===== config.mk =====
export PLATFORM = sky130hd
export DESIGN_NAME = mem_latency_timer
export DESIGN_NICKNAME = d
export VERILOG_FILES = /design/src/mem_latency_timer.sv
export SDC_FILE = /design/constraint.sdc
export NUM_CORES = 1
export LEC_CHECK = 0
export BUFFER_PORTS_ARGS = -buffer_cell sky130_fd_sc_hd__buf_2
export CAP_MARGIN = 40
export CORE_AREA = 2 2 39 41
export DETAILED_ROUTE_END_ITERATION = 16
export DIE_AREA = 0 0 41 43
export GPL_TIMING_DRIVEN = 0
export PLACE_DENSITY = 0.34
export SLEW_MARGIN = 30
export SYNTH_ARGS = -nofsm -noshare
export SYNTH_HDL_FRONTEND = slang
export SYNTH_SLANG_ARGS = --single-unit
export TNS_END_PERCENT = 10

===== constraint.sdc =====
create_clock -name clk -period 1.5 [get_ports clk]
set_input_delay 0.15 -clock clk [delete_from_list [all_inputs] [get_ports clk]]
set_output_delay 0.15 -clock clk [all_outputs]
set_load 0.01 [all_outputs]

===== src/mem_latency_timer.sv =====
// **************************************************
// MEM_LATENCY must be at least 1
// **************************************************

`timescale 1ns/1ps

module mem_latency_timer #(
  parameter int MEM_LATENCY = 5
) (
  input  logic clk,
  input  logic reset,
  input  logic start,
  output logic expired
);

  // Wide enough to hold the full latency value
  localparam int CNT_BITS = $clog2(MEM_LATENCY + 1);

  logic [CNT_BITS-1:0] count;

  // Load on start, count down to zero and then rest
  always_ff @(posedge clk)
  begin
    if (reset)
      count <= '0;
    else if (start)
      count <= CNT_BITS'(MEM_LATENCY);
    else if (count != '0)
      count <= count - 1'b1;
  end

  // Last cycle of the transfer
  // One pulse per start, silent while idle
  assign expired = (count == CNT_BITS'(1));

endmodule


Word-level counts from Yosys, hierarchy flattened
Cells that the tools add are included.
{ "totals": {"ff_bits": 3, "in_bits": 3, "output_inout_bits": 1} }
{ "classes": {"add_sub_neg": 1, "n_eq_ne": 1, "n_mux": 2, "reduce_logical": 3} }
{ "ops": {"columns": ["operator", "n"], "rows": [
  ["$mux W3", 2],
  ["$eq A3 B1 Y1 const B", 1],
  ["$reduce_bool A3 Y1", 1],
  ["$sub A3 B1 Y3 const B", 1],
  ["$reduce_bool A2 Y1", 1],
  ["$reduce_or A2 Y1", 1]
]} }

Longest topological paths before layout
{ "depth": {"depth_word": 3, "mapped_depth": 4} }

Least setup slack after synthesis
OpenSTA, ideal clock, no wires.
{ "synth_timing": {"kind": "register -> register", "start": "register count[0]", "end": "register count[2]", "setup_ps": 74, "arrival_time_ps": 1086, "required_time_ps": 1426, "setup_slack_ps": 340, "stages_incl_launch_ff": 5, "cell_sequence": "dfxtp_1 -> inv_1 -> ha_1 -> or3b_1 -> a31oi_1"} }
{ "synth_via": {"elab_chain_len": 3, "elab_cells_between_ends": 5, "cone_classes": "1 x add/sub; 2 x mux; 2 x reduce/logical"} }
{ "synth_rtl": {"columns": ["element", "line", "text"], "rows": [
  ["start, declared", "19", "logic [CNT_BITS-1:0] count;"],
  ["start signal, assigned", "27", "count <= CNT_BITS'(MEM_LATENCY);"],
  ["start signal, assigned", "29", "count <= count - 1'b1;"],
  ["$sub A3 B1 Y3", "29", null],
  ["$mux W3", "28", "else if (count != '0)"],
  ["$mux W3", "26", "else if (start)"]
]} }
Parallel ways exist; a longest one is shown, timed or not. The select of a mux whose other input is x is not followed.
A chain may end at the register's enable or synchronous reset.

Final worst setup path
Ends and elaborated chain as after synthesis.

==> results.sh <==
export IMPL_wl_um=324
export IMPL_rrSetupSlack_ns=0.25
export IMPL_total_leakage_power_nw=0.107
export IMPL_die_area_sq_mm=0.00176
export IMPL_post_route_util_pct=18.3
export IMPL_initial_core_util_pct=13.8
export IMPL_tightest_slew_ns=0.282
export IMPL_insertion_delay_ns=0.23
export IMPL_hp_class="in -> reg"
export IMPL_clock_fmax_mhz=797
export IMPL_start_kind="flop"
export IMPL_maxCapViolCount=0
export IMPL_cts_resized=0
export IMPL_p_sw_share_pct=25.4
export IMPL_synth_warnings=0
export IMPL_rsz0062_at_grt="no"
export IMPL_clockPowerShare_pct=47.7
export IMPL_drive_above_1_share_pct=30.8
export IMPL_firstDrtPassIters=3
export IMPL_synth_top_area_cell="dfxtp_1"
export IMPL_vias_per_cell=3.48
export IMPL_dp_hpwl_um=238
export IMPL_pin_count=4
export IMPL_synth_seq_cells=3
export IMPL_io_buffers=3
export IMPL_first_global_vias=151
export IMPL_cp_max_fo=4
export IMPL_final_setup_tns_ns=0
export IMPL_regMostFlops="count"
export IMPL_holdBufCountCts=0
export IMPL_htree_levels=1
export IMPL_grt_pass1_wl_um=572
export IMPL_drt_iter0_markers=2
export IMPL_fin_crit_ns=1.25
export IMPL_nets=33
export IMPL_root_buffer="clkbuf_4"
export IMPL_syn_to_final_growth_pct=32.0
export IMPL_crit_type="reg -> reg"
export IMPL_grt_overflow_total=0
export IMPL_cellPowerDensity_mw_per_mm2=1150
export IMPL_cp_required_ns=1.65
export IMPL_gp_congestion=0.725
export IMPL_final_cell_area_sq_um=253
export IMPL_antenna_cells=0
export IMPL_skew_ns=0.00139
export IMPL_cts_tree="built"
export IMPL_core_area_sq_mm=0.00138
export IMPL_ant_nets=0
export IMPL_synth_top_area_share_pct=31.4
export IMPL_drcViolationCount=0
export IMPL_synth_fp_nets=25
export IMPL_place_area_sq_um=226
export IMPL_rows=14
export IMPL_antenna_found_initial=0
export IMPL_maxSlewViolCount=0
export IMPL_timing_final_crit_share_pct=83.7
export IMPL_route_detailed_wl_per_inst_um=7.71
export IMPL_syn_inst=19
export IMPL_grt_usage_pct=5.41
export IMPL_hold_ws_ns=0.124
export IMPL_avgSynthCellArea_sq_um=10.1
export IMPL_die_w_um=41
export IMPL_p_comb_share_pct=19.5
export IMPL_reg_top3="count (3)"
export IMPL_power_switching_w=0.0000741
export IMPL_ys_types=13
export IMPL_routed_via_count=146
export IMPL_die_h_um=43
export IMPL_final_hold_viol_count=0
export IMPL_ys_seq_area_share_pct=31.4
export IMPL_largest_reg_flops=3
export IMPL_internal_power_w=0.000217
export IMPL_vdd_drop_max_mv=0.284
export IMPL_clk_pin_slew_ns=0.04
export IMPL_pwr_share_seq_pct=32.8
export IMPL_clockBufferDepth=2
export IMPL_cts_sink_count=3
export IMPL_finalSetupViolations=0
export IMPL_cp_end_kind="flop"
export IMPL_arrival_ns=1.41
export IMPL_cts_buffers=3
export IMPL_grt_max_degree=7
export IMPL_p_total_w=0.000292
export IMPL_yosys_top_cells_area="dfxtp_1 31%, ha_1 20%, a2111oi_2 7.8%, inv_1 5.9%, and2b_2 4.6%"
export IMPL_slew_headroom_pct=80.9
export IMPL_cts_setup_buffers=0
export IMPL_syn_area_sq_um=191
export IMPL_status="completed"
## path summary, 6_finish.rpt
check                              from                     to  cells after the start
setup / recovery  count[0]$_SDFFE_PP0P_  count[2]$_SDFFE_PP0P_                      4
hold / removal                    reset  count[1]$_SDFFE_PP0P_                      2
setup reg to reg  count[0]$_SDFFE_PP0P_  count[2]$_SDFFE_PP0P_                      4
hold reg to reg   count[2]$_SDFFE_PP0P_  count[2]$_SDFFE_PP0P_                      2
## worst max-delay path: stages, from the launching register on
cell and delay (ns):
dfxtp_1 0.35, inv_1 0.07, ha_1 0.23, or3b_1 0.36
a31oi_1 0.17
## cell families after synthesis
kind of cell    Yosys count  share of synthesized area (%)
compound gates            3                           15.0
fa+ha+maj                 3                           19.6
buf+inv                   3                           5.88
flops                     3                           31.4
simple gates              7                           28.1
## through the flow
step,setup WS (ns),cells
5_1_grt,0.157,42
4_1_cts,0.231,42
3_3_place_gp,0.229,38
2_1_floorplan,0.340,19
6_report,0.245,42
3_5_place_dp,0.255,38
## placed cells by master, fill, tap and decap left out, drive strengths merged
master,count
a2111oi,1
a211oi,1
a31oi,1
and2b,1
buf,3
clkbuf,4
dfxtp,3
ha,3
inv,3
nand2b,1
nor2b,1
nor3b,1
nor4b,1
or2b,1
or3b,1
## layer usage
layer  share of wire (%)  GRT usage (%)  vias up
met5                   0              0        -
met4                   0           8.00        0
met3                 2.2           3.14        0
met2                  48           5.31        3
met1                  49           6.07       63
li1                    -              -       80
## layout make-up
type / instances / area (sq um)
Clock buffer: 4 / 26.3
Fill cell: 160 / 1130
Inverter: 3 / 11.3
Multi-Input combinational cell: 13 / 120
Sequential cell: 3 / 60.1
Tap cell: 16 / 20.0
Timing Repair Buffer: 3 / 15.0
## power groups by stage
stage	combinational [W]	clock (W)	sequential [W]
final	0.0000569	0.000139	0.0000955
after floorplan	0.0000427	0	0.0000950
after detailed placement	0.0000568	0	0.0000966
after CTS	0.0000575	0.000148	0.0000954
after global routing	0.0000645	0.000161	0.0000976
after global placement	0.0000569	0	0.0000974
## cell usage after synthesis
cell / n
a211oi_1: 1
dfxtp_1: 3
nand2b_1: 1
nor2b_1: 1
inv_1: 3
ha_1: 3
nor4b_1: 1
a31oi_1: 1
a2111oi_2: 1
nor3b_1: 1
or3b_1: 1
and2b_2: 1
or2b_1: 1
Note: power is estimated with default switching activity, not from simulation.
