==> config.mk <==
export PLATFORM = sky130hd
export DESIGN_NAME = cache_controller
export DESIGN_NICKNAME = d
export VERILOG_FILES = /design/src/cache_pkg.sv /design/src/cache_controller.sv
export SDC_FILE = /design/constraint.sdc
export NUM_CORES = 1
export LEC_CHECK = 0
export ABC_CLOCK_PERIOD_IN_PS = 3800
export BUFFER_PORTS_ARGS = -buffer_cell sky130_fd_sc_hd__clkbuf_2
export CAP_MARGIN = 20
export CORE_MARGIN = 3
export CORE_UTILIZATION = 41
export DETAILED_ROUTE_END_ITERATION = 10
export PLACE_DENSITY_LB_ADDON = 0.25
export SETUP_SLACK_MARGIN = 0.4
export SLEW_MARGIN = 10
export SYNTH_ARGS = -nofsm -noshare
export SYNTH_HDL_FRONTEND = slang
export SYNTH_SLANG_ARGS = --single-unit
==> constraint.sdc <==
create_clock -name clk -period 3.8 [get_ports clk]
set_clock_uncertainty 0.05 [all_clocks]
set_input_delay 0.95 -clock clk [delete_from_list [all_inputs] [get_ports clk]]
set_output_delay 0.95 -clock clk [all_outputs]
set_load 0.05 [all_outputs]
==> src/cache_pkg.sv <==
// **************************************************
// Widths fixed for a 4096-byte space and 16-byte lines
// Changing ADDR_BITS also resizes the main memory
// **************************************************

package cache_pkg;

  // Byte address width and line offset width
  localparam int ADDR_BITS = 12;
  localparam int OFFSET_BITS = 4;

  // Line address as seen on the memory bus
  localparam int LINE_ADDR_BITS = ADDR_BITS - OFFSET_BITS;

  // Number of lines held by main memory
  localparam int MEM_LINES = 2 ** LINE_ADDR_BITS;

  // Processor word, cache line and addresses
  typedef logic [31:0] word_t;
  typedef logic [127:0] line_t;
  typedef logic [ADDR_BITS-1:0] addr_t;
  typedef logic [LINE_ADDR_BITS-1:0] mem_addr_t;

  // Processor operation
  typedef enum logic {
    OP_READ  = 1'b0,
    OP_WRITE = 1'b1
  } cache_op_t;

  // Controller FSM states
  typedef enum logic [2:0] {
    ST_IDLE      = 3'd0,
    ST_LOOKUP    = 3'd1,
    ST_WRITEBACK = 3'd2,
    ST_FILL      = 3'd3,
    ST_RESPOND   = 3'd4
  } ctrl_state_t;

endpackage

==> src/cache_controller.sv <==
// **************************************************
// One request in flight, access ignored while busy
// **************************************************

`timescale 1ns/1ps

module cache_controller #(
  parameter int INDEX_BITS = 2,
  localparam int TAG_BITS = cache_pkg::ADDR_BITS - cache_pkg::OFFSET_BITS - INDEX_BITS
) (
  input  logic                             clk,
  input  logic                             reset,
  input  logic                             access,
  input  cache_pkg::cache_op_t             op,
  input  logic                             byte_op,
  input  cache_pkg::addr_t                 address,
  input  cache_pkg::word_t                 data_in,
  input  logic                             tag_match,
  input  logic                             victim_dirty,
  input  logic [TAG_BITS-1:0]              victim_tag,
  input  logic                             expired,
  output logic [INDEX_BITS-1:0]            lookup_index,
  output logic [TAG_BITS-1:0]              lookup_tag,
  output logic [cache_pkg::OFFSET_BITS-1:0] req_offset,
  output logic                             req_byte_op,
  output cache_pkg::word_t                 req_data,
  output logic                             write_enable,
  output logic                             fill_enable,
  output logic                             start,
  output logic                             mem_read_enable,
  output logic                             mem_write_enable,
  output cache_pkg::mem_addr_t             mem_address,
  output logic                             hit,
  output logic                             miss,
  output logic                             done,
  output logic                             busy
);

  import cache_pkg::*;

  ctrl_state_t state;
  ctrl_state_t next_state;

  // Latched request
  cache_op_t req_op;
  addr_t req_addr;

  // Request went to memory, so it does not count as a hit
  logic mem_used;
  // Fill data is sitting in the memory output register
  logic fill_ready;

  logic accept;

  assign accept = (state == ST_IDLE) && access;

  // Address fields of the latched request
  assign lookup_index = req_addr[OFFSET_BITS +: INDEX_BITS];
  assign lookup_tag = req_addr[ADDR_BITS-1 -: TAG_BITS];
  assign req_offset = req_addr[OFFSET_BITS-1:0];

  always_comb
  begin
    next_state = state;
    unique case (state)
      ST_IDLE:
        if (access)
          next_state = ST_LOOKUP;
      ST_LOOKUP:
        if (tag_match)
          next_state = ST_RESPOND;
        else if (victim_dirty)
          next_state = ST_WRITEBACK;
        else
          next_state = ST_FILL;
      ST_WRITEBACK:
        if (expired)
          next_state = ST_FILL;
      // Stays one cycle past expired to install the line
      ST_FILL:
        if (fill_ready)
          next_state = ST_RESPOND;
      ST_RESPOND:
        next_state = ST_IDLE;
      default:
        next_state = ST_IDLE;
    endcase
  end

  always_ff @(posedge clk)
  begin
    if (reset)
    begin
      state <= ST_IDLE;
      mem_used <= 1'b0;
      fill_ready <= 1'b0;
    end
    else
    begin
      state <= next_state;
      if (accept)
        mem_used <= 1'b0;
      else if (miss)
        mem_used <= 1'b1;
      fill_ready <= (state == ST_FILL) && expired;
    end
  end

  // Request payload, captured on acceptance
  always_ff @(posedge clk)
  begin
    if (accept)
    begin
      req_op <= op;
      req_byte_op <= byte_op;
      req_addr <= address;
      req_data <= data_in;
    end
  end

  // Timer runs once for write-back and once for fill
  assign start = ((state == ST_LOOKUP) && !tag_match)
              || ((state == ST_WRITEBACK) && expired);

  // Memory bus levels held for the whole transfer
  assign mem_write_enable = (state == ST_WRITEBACK);
  assign mem_read_enable = (state == ST_FILL) && !fill_ready;

  // Victim line address for write-back, request line otherwise
  assign mem_address = (state == ST_WRITEBACK) ? {victim_tag, lookup_index}
                                               : {lookup_tag, lookup_index};

  assign fill_enable = (state == ST_FILL) && fill_ready;

  // Stores merge on completion, also after write-allocate
  assign write_enable = (state == ST_RESPOND) && (req_op == OP_WRITE);

  // Processor side strobes
  assign miss = (state == ST_LOOKUP) && !tag_match;
  assign done = (state == ST_RESPOND);
  assign hit = (state == ST_RESPOND) && !mem_used;
  assign busy = (state != ST_IDLE);

endmodule

* Yosys cells after proc, flatten, opt, wreduce, memory -nomap -nowiden
Index checks and enable logic that the tools add are counted.
** Storage, ports and cells
- Memories :: 0
- Word-level logic and storage cells :: 37
- Latch bits :: 0
- Bits in read-only memories :: 0
- Flip-flop bits (word level) :: 51
- RAM bits :: 0
** Cells by class
- Eq/ne operators :: 7
- Reductions and logical operators :: 16
- Div/mod/pow operators :: 0
- Magnitude comparators :: 0
- Multiplexer cells :: 7
- Shift operators :: 0
- $add $sub $neg :: 0
- Bitwise operators :: 0
- Multipliers :: 0
** Operator list (count)
- 3-bit 2-to-1 mux :: 4
- 3-bit one-hot mux with 4 select lines :: 1
- 1-bit logical AND :: 8
- 8-bit 2-to-1 mux :: 1
- 3-bit by 2-bit equality test with 1-bit output, second input constant :: 2
- 2-bit != test, second input constant :: 3
- 3-bit by 1-bit equality test with 1-bit output, second input constant :: 1
- 3-bit equality test, second input constant :: 1
- 1-bit zero test :: 3
- 3-bit zero test :: 1
- 3-bit AND reduction :: 1
- 3-bit nonzero test :: 1
- 2-bit OR reduction :: 1
- 1-bit logical OR :: 1
- 1-bit 2-to-1 mux :: 1

* Longest topological paths before layout
- Word-level depth :: 3
- Mapped depth :: 4

* Worst setup path before layout
Ideal clock, no wire load.
- Path kind :: reg2reg
- From :: reg state[1]
- To :: reg req_addr[0] (enable)
- Arrival :: 3098 ps
- Setup time :: 451 ps
- Setup slack :: 200 ps
- Path buffers :: 1
- Stages on the path, launching flop included :: 4
- Cell sequence :: dfxtp_1 > buf_2 > or3_1 > nor2_1
** On the way
- Word-level cells in the longest chain between the ends :: 2
** RTL lines
- start: declaration :: line cache_controller.sv:41 : ctrl_state_t state;
- start signal: assignment :: line cache_controller.sv:100 : state <= next_state;
- 3-bit zero test :: line cache_controller.sv:55 : assign accept = (state == ST_IDLE) && access;
- 1-bit logical AND :: line cache_controller.sv:55
- via accept :: line cache_controller.sv:53 : logic accept;
- end signal: assignment :: line cache_controller.sv:116 : req_addr <= address;
- end: declaration :: line cache_controller.sv:46 : addr_t req_addr;
The timed path passes the listed nets, and every way through them passes these cells.
A chain may end at the register's enable or synchronous reset.

* Worst setup path in the final report
- From :: reg state[1]
- To :: out mem_address[4]
** On the way
- Word-level cells in the longest chain between the ends :: 2
** RTL lines
- 3-bit by 2-bit equality test with 1-bit output :: line cache_controller.sv:130 : assign mem_address = (state == ST_WRITEBACK) ? {victim_tag, lookup_index}
- 8-bit 2-to-1 mux :: line cache_controller.sv:130
- end: declaration :: line cache_controller.sv:32 : output cache_pkg::mem_addr_t mem_address,
Every way passes these cells.

==> flow_metrics.env <==
export IMPL_outcome="complete, no violations"
export IMPL_drtAntennaViolNets=0
export IMPL_critPathMaxFanout=11
export IMPL_post_route_util_pct=61.8
export IMPL_globalplace_congestion=0.762
export IMPL_worst_ep_arrival_time_ns=1.91
export IMPL_cts_resized=0
export IMPL_port_buffers=119
export IMPL_ys_warn_count=0
export IMPL_seq_area_frac_synth_pct=84.0
export IMPL_hold_ws_ns=0.455
export IMPL_setup_violations=0
export IMPL_dp_cells=257
export IMPL_report_final_slew_viol_count=0
export IMPL_cts_tree="yes"
export IMPL_worst_setup_path_start_kind="register"
export IMPL_synth_cell_types=22
export IMPL_ios=120
export IMPL_crit_slowest_cell="dfxtp_1"
export IMPL_synth_nets=149
export IMPL_use_met2_pct=27.2
export IMPL_cts_reportedPaths_clkPinSlew_ns=0.08
export IMPL_setup_tns_ns=0
export IMPL_start_util_pct=43.2
export IMPL_die_w_um=71.6
export IMPL_dp_hpwl_um=3180
export IMPL_slowest_delay_ns=0.54
export IMPL_viasPerCell=4.69
export IMPL_use_met3_pct=7.29
export IMPL_ys_ff_latch=51
export IMPL_syn_area_per_cell_um2=19.4
export IMPL_grt_pass1_vias=1299
export IMPL_synth_top_area_cell="edfxtp_1"
export IMPL_area_growth_syn_to_layout_pct=43.0
export IMPL_period_needed_ns=2.91
export IMPL_max_clock_freq_mhz=344
export IMPL_required_ns=2.80
export IMPL_finalCritPeriodShare_pct=76.6
export IMPL_powerDensity_mw_per_mm2=543
export IMPL_hold_depth=2
export IMPL_clock_sinks=51
export IMPL_p_comb_share_pct=23.2
export IMPL_criticalPathCategory="reg2out"
export IMPL_switching_share_pct=31.9
export IMPL_total_power_mw=1.37
export IMPL_grt_total_usage_pct=15.5
export IMPL_clk_root_buffer_cell="clkbuf_8"
export IMPL_antenna_cells=0
export IMPL_insertion_delay_ns=0.29
export IMPL_use_met1_pct=15.5
export IMPL_busiest_layer="met2"
export IMPL_internal_power_mw=0.934
export IMPL_switchingPower_mw=0.437
export IMPL_vias=1243
export IMPL_fin_nets=272
export IMPL_core_mm2=0.00409
export IMPL_layout_drive_gt1_share_pct=64.7
export IMPL_die_h_um=71.6
export IMPL_syn_inst=91
export IMPL_clk_path_buf_depth=2
export IMPL_grt_start_max_net_pins=31
export IMPL_num_fill_cells=325
export IMPL_hold_class="reg2reg"
export IMPL_wl_um=3850
export IMPL_rsz0062_at_grt="no"
export IMPL_p_clk_share_pct=26.7
export IMPL_dieArea_mm2=0.00513
export IMPL_rows=23
export IMPL_max_slew_margin_pct=45.8
export IMPL_vdd_drop_max_mv=0.327
export IMPL_tightest_slew_ns=0.812
export IMPL_finalHoldViolCount=0
export IMPL_htreeDepth=2
export IMPL_grt_pass1_wl_um=5940
export IMPL_finalNonFillerCells=265
export IMPL_wl_per_cell_um=14.5
export IMPL_mappedNetlistArea_mm2=0.00176
export IMPL_leakage_nw=1.13
export IMPL_reg2reg_depth=3
export IMPL_cp_end_kind="output pin"
export IMPL_postCtsSetupBuffers=0
export IMPL_antenna_found_initial=0
export IMPL_seq_power_share_pct=50.1
export IMPL_drv_cap=0
export IMPL_overflow=0
export IMPL_synth_top_area_share_pct=78.3
export IMPL_hold_buffers=0
export IMPL_first_pass_iters=4
export IMPL_drc=0
export IMPL_path_cells="nor3b_4 -> mux2_2 -> clkbuf_2"
export IMPL_ys_top_cells_by_area="edfxtp_1 (78%), dfxtp_1 (5.7%), mux2_2 (4.5%)"
export IMPL_drt_iter0_drc=45
export IMPL_cts_buffers=5
==> cells in the final DEF, fill, tap and decap left out <==
cell and count:
dfxtp_1 5, clkbuf_2 119, clkbuf_8 5, edfxtp_1 46, nor3b_1 1, nor2_4 1, bufinv_16 1, or3_1 1
nand2_1 2, nand3b_1 1, mux2_2 7, and2_1 1, nand3_1 1, nor2b_1 2, a21o_1 1, o21ai_0 3
nor4b_2 1, nor3_1 2, a21oi_1 2, nand2b_1 1, buf_4 1, nor3b_4 1, clkinv_2 1, nor2_1 5
nor3b_2 1, inv_1 2, clkinv_4 1
==> registers in the layout, indices dropped and copies added (netlist names) <==
register,count
req_data,32
req_byte_op,1
fill_ready,1
req_addr,12
req_op,1
state,3
mem_used,1
==> synth_stat cells (all sizes together) <==
library cell and number:
edfxtp 46, mux2 7, nor2 6, dfxtp 5, buf 4, nor3b 3, o21ai 3, a21oi 2
inv 2, nand2 2, nor2b 2, nor3 2, a21o 1, and2 1, nand2b 1, nand3 1
nand3b 1, nor4b 1, or3 1
==> cell families after synthesis <==
family          after synthesis  share of synthesized area [%]
compound gates                6                           1.84
mux                           7                           4.47
buf+inv                       6                           2.20
simple gates                 21                           7.52
flops                        51                           84.0
==> routing by layer <==
metal,wire (um),vias to the layer above
met2,1920,90
met5,0,-
met4,95,0
li1,-,585
met1,1290,557
met3,543,11
==> metrics by stage <==
stage	instance area [um2]	setup slack, ns
final	2520	0.891
after global placement	2410	1.04
after CTS	2520	0.863
after floorplan	1770	0.427
after global routing	2520	0.755
after detailed placement	2410	1.01
==> area by class of cell <==
cell class / instances / area (um2) / area share, %
Inverter: 2 / 7.51 / 0.297
Tap cell: 50 / 62.6 / 2.48
Clock inverter: 3 / 43.8 / 1.74
Timing Repair Buffer: 120 / 603 / 23.9
Multi-Input combinational cell: 34 / 256 / 10.2
Clock buffer: 5 / 68.8 / 2.73
Sequential cell: 51 / 1480 / 58.7
==> worst paths after layout <==
path	from	endpoint	slack, ns
max reg2reg	state[1]$_SDFFE_PP0P_	req_data[24]$_DFFE_PP_	1.56
max	state[1]$_SDFFE_PP0P_	mem_address[4]	0.89
min reg2reg	mem_used$_SDFFE_PP0P_	mem_used$_SDFFE_PP0P_	0.45
min	mem_used$_SDFFE_PP0P_	mem_used$_SDFFE_PP0P_	0.45
==> power groups by stage <==
| stage | logic [mW] | clock network, mW | registers (mW) |
|---|---|---|---|
| global placement | 0.316 | 0 | 0.697 |
| finish | 0.317 | 0.366 | 0.687 |
| global route | 0.332 | 0.407 | 0.693 |
| floorplan | 0.103 | 0 | 0.833 |
| detailed placement | 0.321 | 0 | 0.701 |
| CTS | 0.321 | 0.378 | 0.688 |
==> worst max-delay path: cells and delay by family (launching register included) <==
family / cells / cell delay [ns]
flops: 1 / 0.54
simple gates: 1 / 0.45
buf+inv: 1 / 0.23
mux: 1 / 0.38
No activity file was read; power rests on OpenSTA's default activity.
